**src/common/mem_pkg.sv**
```systemverilog
// shared op codes, exception codes and CP0 field layout, referenced by package scope
package mem_pkg;

    // general data and address word
    typedef logic [31:0] word_t;

    // stage ops, encoded as the execute-stage decoder emits them
    typedef enum logic [7:0] {
        OP_NONE = 8'b0000_0000,
        OP_LB   = 8'b1110_0000,
        OP_LH   = 8'b1110_0001,
        OP_LW   = 8'b1110_0011,
        OP_LBU  = 8'b1110_0100,
        OP_LHU  = 8'b1110_0101,
        OP_SB   = 8'b1110_1000,
        OP_SH   = 8'b1110_1001,
        OP_SW   = 8'b1110_1011,
        OP_LL   = 8'b1111_0000,
        OP_SC   = 8'b1111_1000
    } aluop_t;

    // one bus word seen as byte lanes or as halfword lanes
    typedef union packed {
        logic [3:0][7:0]  bytes;
        logic [1:0][15:0] halves;
    } mem_word_u;

    // source of the register writeback data
    typedef enum logic [1:0] {
        WB_EXE     = 2'd0,
        WB_LOAD    = 2'd1,
        WB_SC_OK   = 2'd2,
        WB_SC_FAIL = 2'd3
    } wb_sel_t;

    // bit positions in the incoming excepttype word
    localparam int SYSCALL_IDX     = 8;
    localparam int INSTINVALID_IDX = 9;
    localparam int TRAP_IDX        = 10;
    localparam int OVERFLOW_IDX    = 11;
    localparam int ERET_IDX        = 12;
    localparam int BREAK_IDX       = 13;
    localparam int ADEL_IDX        = 14;
    localparam int ADES_IDX        = 15;

    // final exception codes handed to CP0
    localparam word_t EXC_INT     = 32'h0000_0001;
    localparam word_t EXC_ADEL    = 32'h0000_0004;
    localparam word_t EXC_ADES    = 32'h0000_0005;
    localparam word_t EXC_SYSCALL = 32'h0000_0008;
    localparam word_t EXC_BREAK   = 32'h0000_0009;
    localparam word_t EXC_RI      = 32'h0000_000A;
    localparam word_t EXC_OV      = 32'h0000_000C;
    localparam word_t EXC_TRAP    = 32'h0000_000D;
    localparam word_t EXC_ERET    = 32'h0000_000E;

    // CP0 register numbers
    localparam logic [4:0] CP0_STATUS = 5'd12;
    localparam logic [4:0] CP0_CAUSE  = 5'd13;
    localparam logic [4:0] CP0_EPC    = 5'd14;

    // Status and Cause field positions
    localparam int STATUS_IE  = 0;
    localparam int STATUS_EXL = 1;
    localparam int IP_LO      = 8;
    localparam int IP_HI      = 15;
    localparam int CAUSE_WP   = 22;
    localparam int CAUSE_IV   = 23;

endpackage

```
**src/exception/cp0_forward.sv**
```systemverilog
// resolves the newest Status, Cause and EPC by bypassing the writeback-stage CP0 write
`timescale 1ns/1ps

module cp0_forward (
    input  mem_pkg::word_t cp0_status_i,
    input  mem_pkg::word_t cp0_cause_i,
    input  mem_pkg::word_t cp0_epc_i,
    input  logic           wb_cp0_we_i,
    input  logic [4:0]     wb_cp0_addr_i,
    input  mem_pkg::word_t wb_cp0_data_i,
    output mem_pkg::word_t status_o,
    output mem_pkg::word_t cause_o,
    output mem_pkg::word_t epc_o
);

    logic hit_status;
    logic hit_cause;
    logic hit_epc;

    assign hit_status = wb_cp0_we_i && (wb_cp0_addr_i == mem_pkg::CP0_STATUS);
    assign hit_cause  = wb_cp0_we_i && (wb_cp0_addr_i == mem_pkg::CP0_CAUSE);
    assign hit_epc    = wb_cp0_we_i && (wb_cp0_addr_i == mem_pkg::CP0_EPC);

    // Status and EPC are fully writable
    assign status_o = hit_status ? wb_cp0_data_i : cp0_status_i;
    assign epc_o    = hit_epc ? wb_cp0_data_i : cp0_epc_i;

    // only software IP, WP and IV take the new value
    always_comb
    begin
        cause_o = cp0_cause_i;
        if (hit_cause)
        begin
            cause_o[mem_pkg::IP_LO+1:mem_pkg::IP_LO] =
                wb_cp0_data_i[mem_pkg::IP_LO+1:mem_pkg::IP_LO];
            cause_o[mem_pkg::CAUSE_WP] = wb_cp0_data_i[mem_pkg::CAUSE_WP];
            cause_o[mem_pkg::CAUSE_IV] = wb_cp0_data_i[mem_pkg::CAUSE_IV];
        end
    end

endmodule

```
**src/exception/except_arbiter.sv**
```systemverilog
// picks the one exception code this instruction reports and the faulting address
`timescale 1ns/1ps

module except_arbiter (
    input  logic           rst_n_i,
    input  mem_pkg::word_t excepttype_i,
    input  mem_pkg::word_t inst_addr_i,
    input  mem_pkg::word_t mem_addr_i,
    input  mem_pkg::word_t status_i,
    input  mem_pkg::word_t cause_i,
    output mem_pkg::word_t excepttype_o,
    output logic           except_o,
    output mem_pkg::word_t badvaddr_o
);

    logic int_taken;

    // pending and unmasked, outside exception level, globally enabled
    assign int_taken = (|(cause_i[mem_pkg::IP_HI:mem_pkg::IP_LO] &
                          status_i[mem_pkg::IP_HI:mem_pkg::IP_LO])) &&
                       !status_i[mem_pkg::STATUS_EXL] &&
                       status_i[mem_pkg::STATUS_IE];

    always_comb
    begin
        excepttype_o = '0;
        // a zero pc marks a bubble
        if (rst_n_i && (inst_addr_i != '0))
        begin
            if (int_taken)
                excepttype_o = mem_pkg::EXC_INT;
            else if (excepttype_i[mem_pkg::SYSCALL_IDX])
                excepttype_o = mem_pkg::EXC_SYSCALL;
            else if (excepttype_i[mem_pkg::BREAK_IDX])
                excepttype_o = mem_pkg::EXC_BREAK;
            else if (excepttype_i[mem_pkg::INSTINVALID_IDX])
                excepttype_o = mem_pkg::EXC_RI;
            else if (excepttype_i[mem_pkg::TRAP_IDX])
                excepttype_o = mem_pkg::EXC_TRAP;
            else if (excepttype_i[mem_pkg::OVERFLOW_IDX])
                excepttype_o = mem_pkg::EXC_OV;
            else if (excepttype_i[mem_pkg::ADEL_IDX])
                excepttype_o = mem_pkg::EXC_ADEL;
            else if (excepttype_i[mem_pkg::ADES_IDX])
                excepttype_o = mem_pkg::EXC_ADES;
            else if (excepttype_i[mem_pkg::ERET_IDX])
                excepttype_o = mem_pkg::EXC_ERET;
        end
    end

    assign except_o = |excepttype_o;

    // misaligned pc means the fetch faulted, otherwise the data address did
    assign badvaddr_o = (inst_addr_i[1:0] != 2'b00) ? inst_addr_i : mem_addr_i;

endmodule

```
**src/access/mem_access_ctrl.sv**
```systemverilog
// turns the stage op into data-bus controls, writeback source and load-link update
`timescale 1ns/1ps

module mem_access_ctrl (
    input  mem_pkg::aluop_t  aluop_i,
    input  mem_pkg::word_t   mem_addr_i,
    input  mem_pkg::word_t   reg2_i,
    input  logic             except_i,
    input  logic             llbit_i,
    input  logic             mem_data_valid_i,
    input  logic             mem_write_ready_i,
    output logic             mem_ce_o,
    output logic             mem_we_o,
    output mem_pkg::word_t   mem_addr_o,
    output logic [3:0]       mem_sel_o,
    output mem_pkg::word_t   mem_data_o,
    output mem_pkg::wb_sel_t wb_sel_o,
    output logic             ll_we_o,
    output logic             ll_value_o,
    output logic             stall_o
);

    logic [3:0]         byte_sel;
    logic [3:0]         half_sel;
    mem_pkg::mem_word_u byte_rep;
    mem_pkg::mem_word_u half_rep;

    // lane enables from the low address bits
    assign byte_sel = 4'b0001 << mem_addr_i[1:0];
    assign half_sel = mem_addr_i[1] ? 4'b1100 : 4'b0011;

    // store data copied into every lane, the select picks the right one
    assign byte_rep.bytes  = {4{reg2_i[7:0]}};
    assign half_rep.halves = {2{reg2_i[15:0]}};

    always_comb
    begin
        mem_ce_o   = 1'b0;
        mem_we_o   = 1'b0;
        mem_sel_o  = 4'b0000;
        mem_data_o = '0;
        wb_sel_o   = mem_pkg::WB_EXE;
        ll_we_o    = 1'b0;
        ll_value_o = 1'b0;
        // an excepted instruction never reaches the bus
        if (!except_i)
        begin
            case (aluop_i)
                mem_pkg::OP_LB, mem_pkg::OP_LBU:
                begin
                    mem_ce_o  = 1'b1;
                    mem_sel_o = byte_sel;
                    wb_sel_o  = mem_pkg::WB_LOAD;
                end
                mem_pkg::OP_LH, mem_pkg::OP_LHU:
                begin
                    mem_ce_o  = 1'b1;
                    mem_sel_o = half_sel;
                    wb_sel_o  = mem_pkg::WB_LOAD;
                end
                mem_pkg::OP_LW:
                begin
                    mem_ce_o  = 1'b1;
                    mem_sel_o = 4'b1111;
                    wb_sel_o  = mem_pkg::WB_LOAD;
                end
                mem_pkg::OP_LL:
                begin
                    mem_ce_o   = 1'b1;
                    mem_sel_o  = 4'b1111;
                    wb_sel_o   = mem_pkg::WB_LOAD;
                    ll_we_o    = 1'b1;
                    ll_value_o = 1'b1;
                end
                mem_pkg::OP_SB:
                begin
                    mem_ce_o   = 1'b1;
                    mem_we_o   = 1'b1;
                    mem_sel_o  = byte_sel;
                    mem_data_o = byte_rep;
                end
                mem_pkg::OP_SH:
                begin
                    mem_ce_o   = 1'b1;
                    mem_we_o   = 1'b1;
                    mem_sel_o  = half_sel;
                    mem_data_o = half_rep;
                end
                mem_pkg::OP_SW:
                begin
                    mem_ce_o   = 1'b1;
                    mem_we_o   = 1'b1;
                    mem_sel_o  = 4'b1111;
                    mem_data_o = reg2_i;
                end
                mem_pkg::OP_SC:
                begin
                    // the store only goes out while the link still holds
                    if (llbit_i)
                    begin
                        mem_ce_o   = 1'b1;
                        mem_we_o   = 1'b1;
                        mem_sel_o  = 4'b1111;
                        mem_data_o = reg2_i;
                        wb_sel_o   = mem_pkg::WB_SC_OK;
                        ll_we_o    = 1'b1;
                    end
                    else
                    begin
                        wb_sel_o = mem_pkg::WB_SC_FAIL;
                    end
                end
                default:
                begin
                end
            endcase
        end
    end

    assign mem_addr_o = mem_ce_o ? mem_addr_i : '0;

    // hold the pipe until the bus strobes back
    assign stall_o = mem_ce_o && (mem_we_o ? !mem_write_ready_i : !mem_data_valid_i);

endmodule

```
**src/access/load_align.sv**
```systemverilog
// pulls the addressed byte or halfword out of the read word and extends it
`timescale 1ns/1ps

module load_align (
    input  mem_pkg::aluop_t aluop_i,
    input  logic [1:0]      addr_low_i,
    input  mem_pkg::word_t  mem_data_i,
    output mem_pkg::word_t  load_data_o
);

    mem_pkg::mem_word_u rd_word;
    logic [7:0]         rd_byte;
    logic [15:0]        rd_half;

    assign rd_word = mem_data_i;

    // lane 0 sits in the low bits
    assign rd_byte = rd_word.bytes[addr_low_i];
    assign rd_half = rd_word.halves[addr_low_i[1]];

    always_comb
    begin
        case (aluop_i)
            mem_pkg::OP_LB:
            begin
                load_data_o = {{24{rd_byte[7]}}, rd_byte};
            end
            mem_pkg::OP_LBU:
            begin
                load_data_o = {24'd0, rd_byte};
            end
            mem_pkg::OP_LH:
            begin
                load_data_o = {{16{rd_half[15]}}, rd_half};
            end
            mem_pkg::OP_LHU:
            begin
                load_data_o = {16'd0, rd_half};
            end
            mem_pkg::OP_LW, mem_pkg::OP_LL:
            begin
                load_data_o = mem_data_i;
            end
            default:
            begin
                load_data_o = '0;
            end
        endcase
    end

endmodule

```
**src/logic/mem_wb_reg.sv**
```systemverilog
// memory-to-writeback pipeline register, also keeps the load-link bit
`timescale 1ns/1ps

module mem_wb_reg (
    input  logic             clk,
    input  logic             rst_n_i,
    input  logic             stall_i,
    input  logic [4:0]       wd_i,
    input  logic             wreg_i,
    input  mem_pkg::word_t   wdata_i,
    input  mem_pkg::word_t   load_data_i,
    input  mem_pkg::wb_sel_t wb_sel_i,
    input  logic             ll_we_i,
    input  logic             ll_value_i,
    output logic [4:0]       wb_wd_o,
    output logic             wb_wreg_o,
    output mem_pkg::word_t   wb_wdata_o,
    output logic             llbit_o
);

    mem_pkg::word_t wb_data;

    // SC reports its outcome as 1 or 0
    always_comb
    begin
        case (wb_sel_i)
            mem_pkg::WB_LOAD:    wb_data = load_data_i;
            mem_pkg::WB_SC_OK:   wb_data = 32'd1;
            mem_pkg::WB_SC_FAIL: wb_data = 32'd0;
            default:             wb_data = wdata_i;
        endcase
    end

    always_ff @(posedge clk or negedge rst_n_i)
    begin
        if (!rst_n_i)
        begin
            wb_wd_o    <= '0;
            wb_wreg_o  <= 1'b0;
            wb_wdata_o <= '0;
        end
        else if (stall_i)
        begin
            // bubble while the bus access is outstanding
            wb_wd_o    <= '0;
            wb_wreg_o  <= 1'b0;
            wb_wdata_o <= '0;
        end
        else
        begin
            wb_wd_o    <= wd_i;
            wb_wreg_o  <= wreg_i;
            wb_wdata_o <= wb_data;
        end
    end

    // set by LL, cleared by a successful SC
    always_ff @(posedge clk or negedge rst_n_i)
    begin
        if (!rst_n_i)
            llbit_o <= 1'b0;
        else if (!stall_i && ll_we_i)
            llbit_o <= ll_value_i;
    end

endmodule

```
**src/logic/mem_stage.sv**
```systemverilog
// memory-access stage top, ties exception, bus control, load alignment and output register
`timescale 1ns/1ps

module mem_stage (
    input  logic            clk,
    input  logic            rst_n_i,
    // from execute
    input  mem_pkg::aluop_t aluop_i,
    input  mem_pkg::word_t  mem_addr_i,
    input  mem_pkg::word_t  reg2_i,
    input  logic [4:0]      wd_i,
    input  logic            wreg_i,
    input  mem_pkg::word_t  wdata_i,
    input  mem_pkg::word_t  excepttype_i,
    input  mem_pkg::word_t  inst_addr_i,
    // data bus
    output logic            mem_ce_o,
    output logic            mem_we_o,
    output mem_pkg::word_t  mem_addr_o,
    output logic [3:0]      mem_sel_o,
    output mem_pkg::word_t  mem_data_o,
    input  mem_pkg::word_t  mem_data_i,
    input  logic            mem_data_valid_i,
    input  logic            mem_write_ready_i,
    // CP0 and its writeback-stage write
    input  mem_pkg::word_t  cp0_status_i,
    input  mem_pkg::word_t  cp0_cause_i,
    input  mem_pkg::word_t  cp0_epc_i,
    input  logic            wb_cp0_we_i,
    input  logic [4:0]      wb_cp0_addr_i,
    input  mem_pkg::word_t  wb_cp0_data_i,
    output mem_pkg::word_t  excepttype_o,
    output mem_pkg::word_t  cp0_epc_o,
    output mem_pkg::word_t  badvaddr_o,
    // to writeback
    output logic [4:0]      wb_wd_o,
    output logic            wb_wreg_o,
    output mem_pkg::word_t  wb_wdata_o,
    output logic            stall_o
);

    mem_pkg::word_t   status_cur;
    mem_pkg::word_t   cause_cur;
    logic             except_hit;
    logic             llbit;
    logic             ll_we;
    logic             ll_value;
    mem_pkg::wb_sel_t wb_sel;
    mem_pkg::word_t   load_data;

    cp0_forward u_cp0_forward (
        .cp0_status_i  (cp0_status_i),
        .cp0_cause_i   (cp0_cause_i),
        .cp0_epc_i     (cp0_epc_i),
        .wb_cp0_we_i   (wb_cp0_we_i),
        .wb_cp0_addr_i (wb_cp0_addr_i),
        .wb_cp0_data_i (wb_cp0_data_i),
        .status_o      (status_cur),
        .cause_o       (cause_cur),
        .epc_o         (cp0_epc_o)
    );

    except_arbiter u_except_arbiter (
        .rst_n_i      (rst_n_i),
        .excepttype_i (excepttype_i),
        .inst_addr_i  (inst_addr_i),
        .mem_addr_i   (mem_addr_i),
        .status_i     (status_cur),
        .cause_i      (cause_cur),
        .excepttype_o (excepttype_o),
        .except_o     (except_hit),
        .badvaddr_o   (badvaddr_o)
    );

    mem_access_ctrl u_mem_access_ctrl (
        .aluop_i           (aluop_i),
        .mem_addr_i        (mem_addr_i),
        .reg2_i            (reg2_i),
        .except_i          (except_hit),
        .llbit_i           (llbit),
        .mem_data_valid_i  (mem_data_valid_i),
        .mem_write_ready_i (mem_write_ready_i),
        .mem_ce_o          (mem_ce_o),
        .mem_we_o          (mem_we_o),
        .mem_addr_o        (mem_addr_o),
        .mem_sel_o         (mem_sel_o),
        .mem_data_o        (mem_data_o),
        .wb_sel_o          (wb_sel),
        .ll_we_o           (ll_we),
        .ll_value_o        (ll_value),
        .stall_o           (stall_o)
    );

    load_align u_load_align (
        .aluop_i     (aluop_i),
        .addr_low_i  (mem_addr_i[1:0]),
        .mem_data_i  (mem_data_i),
        .load_data_o (load_data)
    );

    mem_wb_reg u_mem_wb_reg (
        .clk         (clk),
        .rst_n_i     (rst_n_i),
        .stall_i     (stall_o),
        .wd_i        (wd_i),
        .wreg_i      (wreg_i),
        .wdata_i     (wdata_i),
        .load_data_i (load_data),
        .wb_sel_i    (wb_sel),
        .ll_we_i     (ll_we),
        .ll_value_i  (ll_value),
        .wb_wd_o     (wb_wd_o),
        .wb_wreg_o   (wb_wreg_o),
        .wb_wdata_o  (wb_wdata_o),
        .llbit_o     (llbit)
    );

endmodule

```
**config.mk**
```make
export PLATFORM = sky130hd
export DESIGN_NAME = mem_stage
export DESIGN_NICKNAME = d
export VERILOG_FILES = /design/src/common/mem_pkg.sv /design/src/exception/cp0_forward.sv /design/src/exception/except_arbiter.sv /design/src/access/mem_access_ctrl.sv /design/src/access/load_align.sv /design/src/logic/mem_wb_reg.sv /design/src/logic/mem_stage.sv
export SDC_FILE = /design/constraint.sdc
export NUM_CORES = 1
export LEC_CHECK = 0
export BUFFER_PORTS_ARGS = -buffer_cell sky130_fd_sc_hd__buf_2
export CORE_AREA = 2 2 211 213
export CTS_CLUSTER_DIAMETER = 50
export CTS_CLUSTER_SIZE = 14
export DETAILED_ROUTE_END_ITERATION = 7
export DIE_AREA = 0 0 213 215
export PLACE_DENSITY_LB_ADDON = 0.15
export SETUP_SLACK_MARGIN = 0.02
export SKIP_LAST_GASP = 1
export SLEW_MARGIN = 20
export SYNTH_ARGS = -nofsm -noshare
export SYNTH_HDL_FRONTEND = slang
export SYNTH_SLANG_ARGS = --single-unit
```
**constraint.sdc**
```tcl
create_clock -name clk -period 6.3 [get_ports clk]
set_input_delay 1.26 -clock clk [delete_from_list [all_inputs] [get_ports clk]]
set_output_delay 1.26 -clock clk [all_outputs]
set_load 0.02 [all_outputs]
```
==> results.ini, run 1 <==
[status]
status=complete, no violations

[worst_setup_path]
cp_cell_sequence=buf_2 > nand4b_4 > or3_1 > mux2_4 > a2111oi_4 > a211oi_2 > or2_1 > buf_12 > nor3_1 > buf_2
critPathKind=input port to primary output
path_buf_inv=3
slowest_stage=or3_1
reg2regPathDepth=7
r2r-start=u_mem_wb_reg.llbit_o$_DFFE_PN0P_
critPathCapture=mem_data_o[18]
crit_cells=10
crit_path_start_kind=input port
crit_top_cell=buf_2
cp_data_required_time_ps=5040
rrSetupSlack_ps=3980
max_stage_delay_ps=540
critPathCaptureType=primary output
r2r_end=u_mem_wb_reg.wb_wdata_o[11]$_DFF_PN0_
cpLargestDelayFamily=simple AND/OR/NAND/NOR gates
cp.arrival_ps=4300
cp_max_fo=28
crit_start=wb_cp0_addr_i[4]

[cts]
cts_setup_buffers=0
cts_buffer_depth=2
clock_latency_ps=290
numCtsBuffers=5
cts_sinks=39
htreeDepth=2
postCtsHoldBufs=0
clockRootBuffer=clkbuf_16
cts_tree=yes
cts_resized=0
clk_pin_slew_ps=70

[logic_synthesis]
synth.area.top_cells=dfrtp_1 (22%), mux2_2 (17%), a32o_1 (6.9%), buf_4 (4.7%), and2_1 (4.5%)
synthTopCellsByCount=mux2_2 (67), dfrtp_1 (39), and2_1 (32)
syn_inst=516
synth.distinct_cells=51
synth.most_common_cell=mux2_2
synth-seq-cells=39
synth_edf_count=0
ys.flop_type=dfrtp_1
async_flop_share=1.000
syn_area_mm2=0.004466
synth.avg_cell_area_um2=8.654
yosysSeqAreaShare=0.2185
netlist.area_leader.share=0.2185
synth_top_area_cell=dfrtp_1
ys_warn_count=0

[power_and_ir_drop]
power_leakage_nw=3.763
p_clk_frac=0.291
ir_drop_mv=0.08210
power_switching_share=0.3825
internal_power_mw=0.5680
fin_total_pwr_mw=0.9198
powerDensity_mw_per_mm2=122.7
p_seq_frac=0.292
power.net_switching_mw=0.3518
combPwrFrac=0.417

[die]
std_cell_rows=77
die_y_um=215
die-area_mm2=0.04580
coreArea_mm2=0.04364
die-width_um=213
start_util=0.1023
io_pins=549

[routing]
wirelength_mm=30.46
via_per_inst=3.842
wl_per_cell_um=19.75
drt_iter0_markers=269
route.detailed.drc=0
vias=5924
dr.pass1.iters=7
antenna_left=0

[cells_and_area]
syn_to_final_growth_pct=67.81
final_nets=1289
final.fill_count=5061
drive_gt1_frac=0.6025

[global_routing]
gr-total-overflow=0
grt_pass1_wl_mm=41.51
track_usage=0.1251
grt_max_degree=40
grt_pass1_vias=5923
grt_antenna_before_repair=8

[sta]
slew_headroom=0.3163
clock_skew_ps=6.308
hold_viol=0
totalNegativeSetupSlack_ps=0
worst_slew_pin_slew_ps=1025
min_period_over_period=0.8824
setup_viol=0
period_needed_ps=5559
rsz0062_at_grt=no
drv_slew=0
fmax_ghz=0.1799

[place]
io_buffers=450
place.gp.congestion=0.8404
dp_hpwl_mm=25.97

[min_path]
hold_path_class=flip-flop to flip-flop

[run]
maxCapViolations=0

## cells by family (layout without fill, tap and decap cells)
logic type,after synthesis,after routing,share of synthesized area
mux,84,84,0.2194
buf+inv,77,480,0.09302
simple gates,174,174,0.2239
compound gates,141,141,0.2443
other cells,1,32,0.0008398
flops,39,39,0.2185
## worst reg2reg max path, stage by stage (launching register included)
cell	delay, ps
dfrtp_1	420
o2bb2ai_1	150
buf_4	190
o2bb2ai_1	140
buf_4	200
nor3_4	570
buf_4	380
a32o_1	200
## sequential cells by signal (all words and copies together) (netlist names)
register and count:
u_mem_wb_reg.llbit_o 1, u_mem_wb_reg.wb_wreg_o 1, u_mem_wb_reg.wb_wdata_o 32, u_mem_wb_reg.wb_wd_o 5
## placed cells by master, fill, tap and decap left out, types with 4 or more instances in the layout
| master | n |
|---|---|
| a32o_1 | 31 |
| conb_1 | 28 |
| mux2_2 | 67 |
| buf_2 | 450 |
| a21o_1 | 19 |
| nor2_1 | 30 |
| o21ai_0 | 11 |
| nand2b_1 | 4 |
| and3_1 | 10 |
| or3_1 | 5 |
| clkbuf_16 | 5 |
| a31oi_1 | 5 |
| a21boi_0 | 6 |
| nor4_1 | 11 |
| nor3_1 | 22 |
| mux4_2 | 4 |
| nor3b_1 | 6 |
| a21oi_1 | 31 |
| a221o_1 | 9 |
| or2_2 | 4 |
| nor2b_1 | 5 |
| a22oi_1 | 10 |
| and2_1 | 32 |
| nand2_1 | 20 |
| mux2i_1 | 12 |
| buf_4 | 16 |
| inv_1 | 5 |
| nor3_2 | 9 |
| dfrtp_1 | 39 |
| diode_2 | 4 |
| o31ai_1 | 5 |
## routing by layer
| layer | vias to the layer above | track usage | share of wire |
|---|---|---|---|
| li1 | 2774 | - | - |
| met4 | 10 | 0.02121 | 0.012 |
| met3 | 27 | 0.03113 | 0.076 |
| met1 | 2810 | 0.1634 | 0.45 |
| met2 | 303 | 0.2091 | 0.46 |
| met5 | - | 0 | 0.0021 |
## worst min path at each step
stage / slack [ps] / startpoint / cells past startpoint / to
after global placement: 580 / u_mem_wb_reg.llbit_o$_DFFE_PN0P_ / 2 / u_mem_wb_reg.llbit_o$_DFFE_PN0P_
after CTS: 590 / u_mem_wb_reg.llbit_o$_DFFE_PN0P_ / 2 / u_mem_wb_reg.llbit_o$_DFFE_PN0P_
final: 590 / u_mem_wb_reg.llbit_o$_DFFE_PN0P_ / 2 / u_mem_wb_reg.llbit_o$_DFFE_PN0P_
after detailed placement: 570 / u_mem_wb_reg.llbit_o$_DFFE_PN0P_ / 2 / u_mem_wb_reg.llbit_o$_DFFE_PN0P_
after floorplan: 500 / u_mem_wb_reg.llbit_o$_DFFE_PN0P_ / 2 / u_mem_wb_reg.llbit_o$_DFFE_PN0P_
after global routing: 630 / u_mem_wb_reg.llbit_o$_DFFE_PN0P_ / 2 / u_mem_wb_reg.llbit_o$_DFFE_PN0P_
## through the flow
stage	worst slack (ps)	hold slack, ps	instance area [µm²]	utilization	std cells
final	740.9	593.0	7493	0.1717	1542
after CTS	692.2	594.3	7483	0.1715	1538
after floorplan	1172	501.2	4567	-	543
after detailed placement	704.1	573.1	7342	0.1682	1530
after global routing	632.0	630.9	7483	0.1715	1538
after global placement	692.3	583.9	7342	0.1682	1530
## cell type report
cell class | count | area, µm² | area share
tap | 592 | 740.7 | 0.09885
clock inverter | 2 | 12.51 | 0.001670
clock buffer | 6 | 128.9 | 0.01720
sequential | 39 | 975.9 | 0.1302
timing repair buffer | 467 | 2392 | 0.3193
multi-input combinational | 427 | 3214 | 0.4290
inverter | 5 | 18.77 | 0.002505
antenna | 4 | 10.01 | 0.001336
## power groups by stage
stage               clock network (mW)  logic (mW)  registers (mW)
floorplan                            0       0.178           0.292
global placement                     0       0.388           0.274
detailed placement                   0       0.388           0.274
CTS                              0.280       0.390           0.269
global route                     0.286       0.414           0.270
finish                           0.268       0.383           0.269
No activity file was read; power rests on OpenSTA's default activity.
==> run 2: changes to the inputs <==
--- a/config.mk
+++ b/config.mk
@@ -5,6 +5,7 @@
 export SDC_FILE = /design/constraint.sdc
 export NUM_CORES = 1
 export LEC_CHECK = 0
+export ABC_CLOCK_PERIOD_IN_PS = 6300
 export BUFFER_PORTS_ARGS = -buffer_cell sky130_fd_sc_hd__buf_2
 export CORE_AREA = 2 2 211 213
 export CTS_CLUSTER_DIAMETER = 50
==> constraint.sdc (replaced) <==
create_clock -name clk -period 6.3 [get_ports clk]
set_input_delay 1.26 -clock clk [delete_from_list [all_inputs] [get_ports clk]]
set_output_delay 1.26 -clock clk [all_outputs]
set_load 0.1 [all_outputs]
==> results.ini, run 2 (synthesis results as in run 1) <==
[global_routing]
grt_pass1_wl_mm=44.35  ; +6.8%
grt_max_degree=40  ; unchanged
grt_pass1_vias=6319  ; +6.7%
track_usage=0.1336  ; +0.008543
grt_antenna_before_repair=12  ; +4
gr-total-overflow=0  ; unchanged

[die]
coreArea_mm2=0.04364  ; unchanged
die-area_mm2=0.04580  ; unchanged
io_pins=549  ; unchanged
die_y_um=215  ; unchanged
die-width_um=213  ; unchanged
std_cell_rows=77  ; unchanged
start_util=0.1023  ; unchanged

[routing]
vias=5867  ; -0.96%
dr.pass1.iters=4  ; -3
route.detailed.drc=0  ; unchanged
antenna_left=0  ; unchanged
wl_met2_mm=15.41  ; +9.2%
drt-met1-wl_mm=13.56  ; -0.30%
route.met3.wl_mm=2.436  ; +5.2%
wl_per_cell_um=20.65  ; +4.5%
wirelength_mm=31.86  ; +4.6%
via_per_inst=3.802  ; -1.0%
drt_iter0_markers=229  ; -15%
top_layer=met5

[cells_and_area]
largest_register_ffs=32  ; unchanged
top_regs=u_mem_wb_reg.wb_wdata_o: 32 flops, u_mem_wb_reg.wb_wd_o: 5 flops
syn_to_final_growth_pct=78.23
final_cells=1543  ; +0.065%
final_nets=1291  ; +0.16%
final_cell_mix=buf_2 (422), mux2_2 (67), dfrtp_1 (39), and2_1 (32)
drive_gt1_frac=0.6118  ; +0.009277
final_util=0.1824  ; +0.01067
final_common_cell=buf_2
stdcell_area_mm2=0.007959  ; +6.2%
largest_register=u_mem_wb_reg.wb_wdata_o
final.fill_count=5017  ; -0.87%

[cts]
numCtsBuffers=5  ; unchanged
htreeDepth=2  ; unchanged
cts_tree=yes
clock_latency_ps=290  ; about the same
cts_buffer_depth=2  ; unchanged
clockRootBuffer=clkbuf_16
postCtsHoldBufs=0  ; unchanged
cts_sinks=39  ; unchanged
clk_pin_slew_ps=70  ; about the same
cts_setup_buffers=0  ; unchanged
cts_resized=0  ; unchanged

[place]
place.gp.congestion=0.8610  ; +2.5%
dp_hpwl_mm=27.72  ; +6.7%
placed_cells=1532  ; +0.13%
dpl-instance-area_mm2=0.007802  ; +6.3%
io_buffers=450  ; unchanged

[power_and_ir_drop]
fin_total_pwr_mw=1.264  ; +37%
ir_drop_mv=0.1103  ; +34%
power_leakage_nw=3.842  ; +2.1%
powerDensity_mw_per_mm2=158.8  ; +29%

[worst_setup_path]
cp.arrival_ps=4490  ; +190 ps
critPathCaptureType=primary output
crit_top_cell=buf_2
cp_cell_sequence=buf_2 > nand4b_4 > or3_1 > mux2_4 > a2111oi_4 > a211oi_2 > or2_1 > buf_4 > nor4_2 > buf_2
reg2regPathDepth=7  ; unchanged
critPathKind=input port to primary output
cp_data_required_time_ps=5040  ; about the same
slowest_stage=or3_1
cp_max_fo=29  ; +3.6%
max_stage_delay_ps=540  ; about the same
crit_path_start_kind=input port

[min_path]
min_path_cells=2  ; unchanged
hold_path_class=flip-flop to flip-flop

[run]
maxCapViolations=0  ; unchanged

[sta]
setup_viol=0  ; unchanged
hold_viol=0  ; unchanged
worst_slew_pin_slew_ps=957.1  ; -68.29 ps
period_needed_ps=5751  ; +191.9 ps
clock_skew_ps=4.523  ; -1.785 ps
hold_slack_ps=582.9  ; -10.13 ps
drv_slew=0  ; unchanged
slew_headroom=0.3607  ; +0.04439
rsz0062_at_grt=no
fmax_ghz=0.1739  ; -3.3%
min_period_over_period=0.9129  ; +0.03046

[status]
status=complete, no violations

run 2: changes by cell type in the layout (fill, tap and decap cells not counted), moves of 3 or more:
cell / previous run / this run
buf_12: 1 / 28
buf_2: 450 / 422
buf_4: 16 / 19
nor3_1: 22 / 17
nor3_2: 9 / 14
run 2: final cells by class:
| cell class | instances | area, µm² | share of cell area |
|---|---|---|---|
| clock buffer | 5 | 125.1 | 0.01572 |
| clock inverter | 3 | 23.77 | 0.002987 |
| inverter | 5 | 18.77 | 0.002358 |
| sequential | 39 | 975.9 | 0.1226 |
| timing repair buffer | 469 | 2815 | 0.3537 |
| multi-input combinational | 427 | 3252 | 0.4086 |
| antenna | 3 | 7.507 | 0.0009432 |
| tap | 592 | 740.7 | 0.09307 |
run 2: per-stage QoR:
stage,setup TNS [ps],setup WS [ps]
final,0,549.0
after global routing,0,288.6
after CTS,0,395.3
after detailed placement,0,400.3
after global placement,0,464.0
after floorplan,-3531,-310.3
run 2: final timing paths:
kind                                                         endpoint  slack [ps]                             start
worst min-delay path                 u_mem_wb_reg.llbit_o$_DFFE_PN0P_         580  u_mem_wb_reg.llbit_o$_DFFE_PN0P_
worst min register to register       u_mem_wb_reg.llbit_o$_DFFE_PN0P_         580  u_mem_wb_reg.llbit_o$_DFFE_PN0P_
worst max-delay path                                     mem_sel_o[2]         550                  wb_cp0_addr_i[4]
min in group asynchronous            u_mem_wb_reg.llbit_o$_DFFE_PN0P_        1180                           rst_n_i
worst max register to register       u_mem_wb_reg.llbit_o$_DFFE_PN0P_        4320  u_mem_wb_reg.llbit_o$_DFFE_PN0P_
max in group asynchronous       u_mem_wb_reg.wb_wdata_o[15]$_DFF_PN0_        4710                           rst_n_i
run 2: critical path: cells and delay by family:
| family | cells | cell delay [ps] |
|---|---|---|
| and+or+nand+nor | 4 | 1300 |
| buffers and inverters | 3 | 830 |
| AOI/OAI and AO/OA | 2 | 670 |
| muxes | 1 | 390 |
run 2: power breakdown:
group / internal [mW] / total, mW / switching, mW / leakage, nW
Combinational: 0.158 / 0.723 / 0.565 / 3.32
Clock: 0.149 / 0.271 / 0.123 / 0.0665
Sequential: 0.265 / 0.269 / 0.00419 / 0.458
Total: 0.571 / 1.26 / 0.693 / 3.84
run 2: routing by layer:
layer,up-vias,global-route usage
met5,-,0
met4,12,0.01608
met3,35,0.04121
met2,276,0.2334
met1,2774,0.1640
li1,2770,-
==> run 3: changes to the inputs <==
--- a/config.mk
+++ b/config.mk
@@ -5,13 +5,14 @@
 export SDC_FILE = /design/constraint.sdc
 export NUM_CORES = 1
 export LEC_CHECK = 0
+export ABC_AREA = 1
 export ABC_CLOCK_PERIOD_IN_PS = 6300
 export BUFFER_PORTS_ARGS = -buffer_cell sky130_fd_sc_hd__buf_2
-export CORE_AREA = 2 2 211 213
+export CORE_AREA = 2 2 213 215
 export CTS_CLUSTER_DIAMETER = 50
 export CTS_CLUSTER_SIZE = 14
 export DETAILED_ROUTE_END_ITERATION = 7
-export DIE_AREA = 0 0 213 215
+export DIE_AREA = 0 0 215 217
 export PLACE_DENSITY_LB_ADDON = 0.15
 export SETUP_SLACK_MARGIN = 0.02
 export SKIP_LAST_GASP = 1
==> results.ini, run 3 <==
[logic_synthesis]
ys.flop_type=dfrtp_1
synth_edf_count=0  ; unchanged
synth.avg_cell_area_um2=5.916  ; -32%
synth.area.top_cells=dfrtp_1 (21%), nand2_1 (15%), inv_1 (11%), nor2_1 (8.7%), o21ai_0 (6.9%)
synth.most_common_cell=nand2_1
synth-seq-cells=39  ; unchanged
yosysSeqAreaShare=0.2075  ; -0.01105
synthTopCellsByCount=nand2_1 (193), inv_1 (139), nor2_1 (109), o21ai_0 (65), a21oi_1 (50)
async_flop_share=1.000  ; unchanged
netlist.area_leader.share=0.2075  ; -0.01105
ys_warn_count=0  ; unchanged
syn_inst=795  ; +54%
synth_top_area_cell=dfrtp_1
synth.distinct_cells=39  ; -24%
syn_area_mm2=0.004703  ; +5.3%

[cts]
cts_sinks=39  ; unchanged
clockRootBuffer=clkbuf_16
htreeDepth=2  ; unchanged
cts_setup_buffers=0  ; unchanged
cts_buffer_depth=2  ; unchanged
clk_pin_slew_ps=70  ; about the same
numCtsBuffers=5  ; unchanged
cts_tree=yes
postCtsHoldBufs=0  ; unchanged
cts_resized=0  ; unchanged
clock_latency_ps=290  ; about the same

[routing]
via_per_inst=3.597  ; -5.4%
route.detailed.drc=0  ; unchanged
antenna_left=0  ; unchanged
wl_per_cell_um=15.15  ; -27%
wirelength_mm=27.76  ; -13%
route.met3.wl_mm=2.015  ; -17%
drt-met1-wl_mm=11.96  ; -12%
wl_met2_mm=13.63  ; -12%
dr.pass1.iters=4  ; unchanged
drt_iter0_markers=305  ; +33%
top_layer=met4
vias=6589  ; +12%

[power_and_ir_drop]
p_seq_frac=0.209  ; -0.004
power_switching_share=0.5422  ; -0.005802
power.net_switching_mw=0.6977  ; +0.74%
p_clk_frac=0.240  ; +0.025
power_leakage_nw=4.444  ; +16%
fin_total_pwr_mw=1.287  ; +1.8%
powerDensity_mw_per_mm2=162.7  ; +2.4%
combPwrFrac=0.551  ; -0.021
ir_drop_mv=0.08734  ; -21%
internal_power_mw=0.5891  ; +3.1%

[worst_setup_path]
cp.arrival_ps=3890  ; -600 ps
crit_path_start_kind=input port
cp_data_required_time_ps=5040  ; about the same
cp_cell_sequence=buf_2 > nor3_1 > buf_4 > inv_1 > nor2_1 > inv_1 > nor2_4 > nor2_1 > nand2_2 > nand3_4 > nor2_1 > buf_2
rrSetupSlack_ps=3900  ; -420 ps
critPathCaptureType=primary output
slowest_stage=buf_2
cp_max_fo=34  ; +17%
max_stage_delay_ps=460  ; -80 ps
cpLargestDelayFamily=simple AND/OR/NAND/NOR gates
critPathKind=input port to primary output
crit_top_cell=nor2_1
path_buf_inv=5  ; +2

[die]
die-area_mm2=0.04666  ; +1.9%
io_pins=549  ; unchanged
die-width_um=215  ; +0.94%
coreArea_mm2=0.04470  ; +2.4%
std_cell_rows=78  ; +1.3%
die_y_um=217  ; +0.93%
start_util=0.1052  ; +0.002904

[sta]
hold_slack_ps=549.2  ; -33.65 ps
min_period_over_period=0.8177  ; -0.09518
layout_setup_ws_ps=1149  ; +599.6 ps
fmax_ghz=0.1941  ; +12%
hold_viol=0  ; unchanged
slew_headroom=0.4940  ; +0.1333
drv_slew=0  ; unchanged
clock_skew_ps=10.46  ; +5.939 ps
worst_slew_pin_slew_ps=757.2  ; -199.9 ps
rsz0062_at_grt=no
setup_viol=0  ; unchanged
period_needed_ps=5151  ; -599.6 ps

[cells_and_area]
final_common_cell=buf_2
top_regs=u_mem_wb_reg.wb_wdata_o: 32 flops, u_mem_wb_reg.wb_wd_o: 5 flops
syn_to_final_growth_pct=68.18
final_cell_mix=buf_2 (435), nand2_1 (193), inv_1 (139), nor2_1 (109), o21ai_0 (65)
final_cells=1832  ; +19%
largest_register=u_mem_wb_reg.wb_wdata_o
drive_gt1_frac=0.4283  ; -0.1835
final.fill_count=5335  ; +6.3%
largest_register_ffs=32  ; unchanged
final_nets=1571  ; +22%
final_util=0.1770  ; -0.005395

[global_routing]
grt_pass1_wl_mm=40.01  ; -9.8%
grt_max_degree=61  ; +53%
grt_antenna_before_repair=6  ; -6
grt_pass1_vias=6549  ; +3.6%
track_usage=0.1116  ; -0.02202
gr-total-overflow=0  ; unchanged

[place]
dp_hpwl_mm=23.82  ; -14%
place.gp.congestion=0.7981  ; -7.3%
dp_slack_ps=954.2  ; +553.9 ps
io_buffers=450  ; unchanged
placed_cells=1820  ; +19%

[status]
status=complete, no violations

[run]
maxCapViolations=0  ; unchanged

[min_path]
hold_path_class=flip-flop to flip-flop

==> run 3: cell types whose count changed in the layout (fill, tap and decap cells not counted), sizes merged, moves of 32 or more <==
cell	previous run	this run
nor2	31	117
nand2	20	201
and2	32	0
mux2	68	23
o21ai	12	68
inv	6	142
==> run 3: power by group through the flow <==
stage | registers [mW] | logic (mW) | clock network, mW
finish | 0.269 | 0.708 | 0.309
global route | 0.271 | 0.745 | 0.328
CTS | 0.269 | 0.715 | 0.319
detailed placement | 0.274 | 0.714 | 0
global placement | 0.274 | 0.715 | 0
floorplan | 0.384 | 0.431 | 0
==> run 3: worst min-delay path: cells and delay by family (launching register included) <==
kind / cells / cell delay, ps
simple gates: 2 / 120
flops: 1 / 400
==> run 3: final timing paths <==
kind | from | to | cells after the start
max | aluop_i[4] | mem_addr_o[6] | 12
min | u_mem_wb_reg.llbit_o$_DFFE_PN0P_ | u_mem_wb_reg.llbit_o$_DFFE_PN0P_ | 2
max reg2reg | u_mem_wb_reg.llbit_o$_DFFE_PN0P_ | u_mem_wb_reg.wb_wdata_o[11]$_DFF_PN0_ | 10
min reg2reg | u_mem_wb_reg.llbit_o$_DFFE_PN0P_ | u_mem_wb_reg.llbit_o$_DFFE_PN0P_ | 2
max in group asynchronous | rst_n_i | u_mem_wb_reg.wb_wdata_o[21]$_DFF_PN0_ | 2
min in group asynchronous | rst_n_i | u_mem_wb_reg.wb_wdata_o[0]$_DFF_PN0_ | 2
==> run 3: area by class of cell <==
cell class,count,area (µm²),share of cell area
diodes,4,10.01,0.001265
clock buffers,5,125.1,0.01582
clock inverters,3,47.55,0.006011
inverters,143,536.8,0.06786
multi-input cells,577,2904,0.3671
flip-flops and latches,39,975.9,0.1234
well taps,600,750.7,0.09491
repair buffers,461,2560,0.3236
==> run 3: logic make-up (layout without fill, tap and decap cells) <==
logic type,count (synthesis),after routing,synth area share
compound gates,163,163,0.2067
buf+inv,206,612,0.1966
flops,39,39,0.2075
mux,27,27,0.06358
other cells,1,32,0.0007973
simple gates,359,359,0.3248
==> run 3: stage by stage <==
step / cell area, µm² / setup TNS, ps
2_1_floorplan: 4805 / -2068
3_3_place_gp: 7727 / 0
3_5_place_dp: 7727 / 0
4_1_cts: 7900 / 0
5_1_grt: 7903 / 0
6_report: 7910 / 0
==> run 3: metal layers <==
layer	GRT usage	vias to the layer above
li1	-	3321
met1	0.1430	2968
met2	0.2030	290
met3	0.01705	10
met4	0.01218	0
met5	0	-
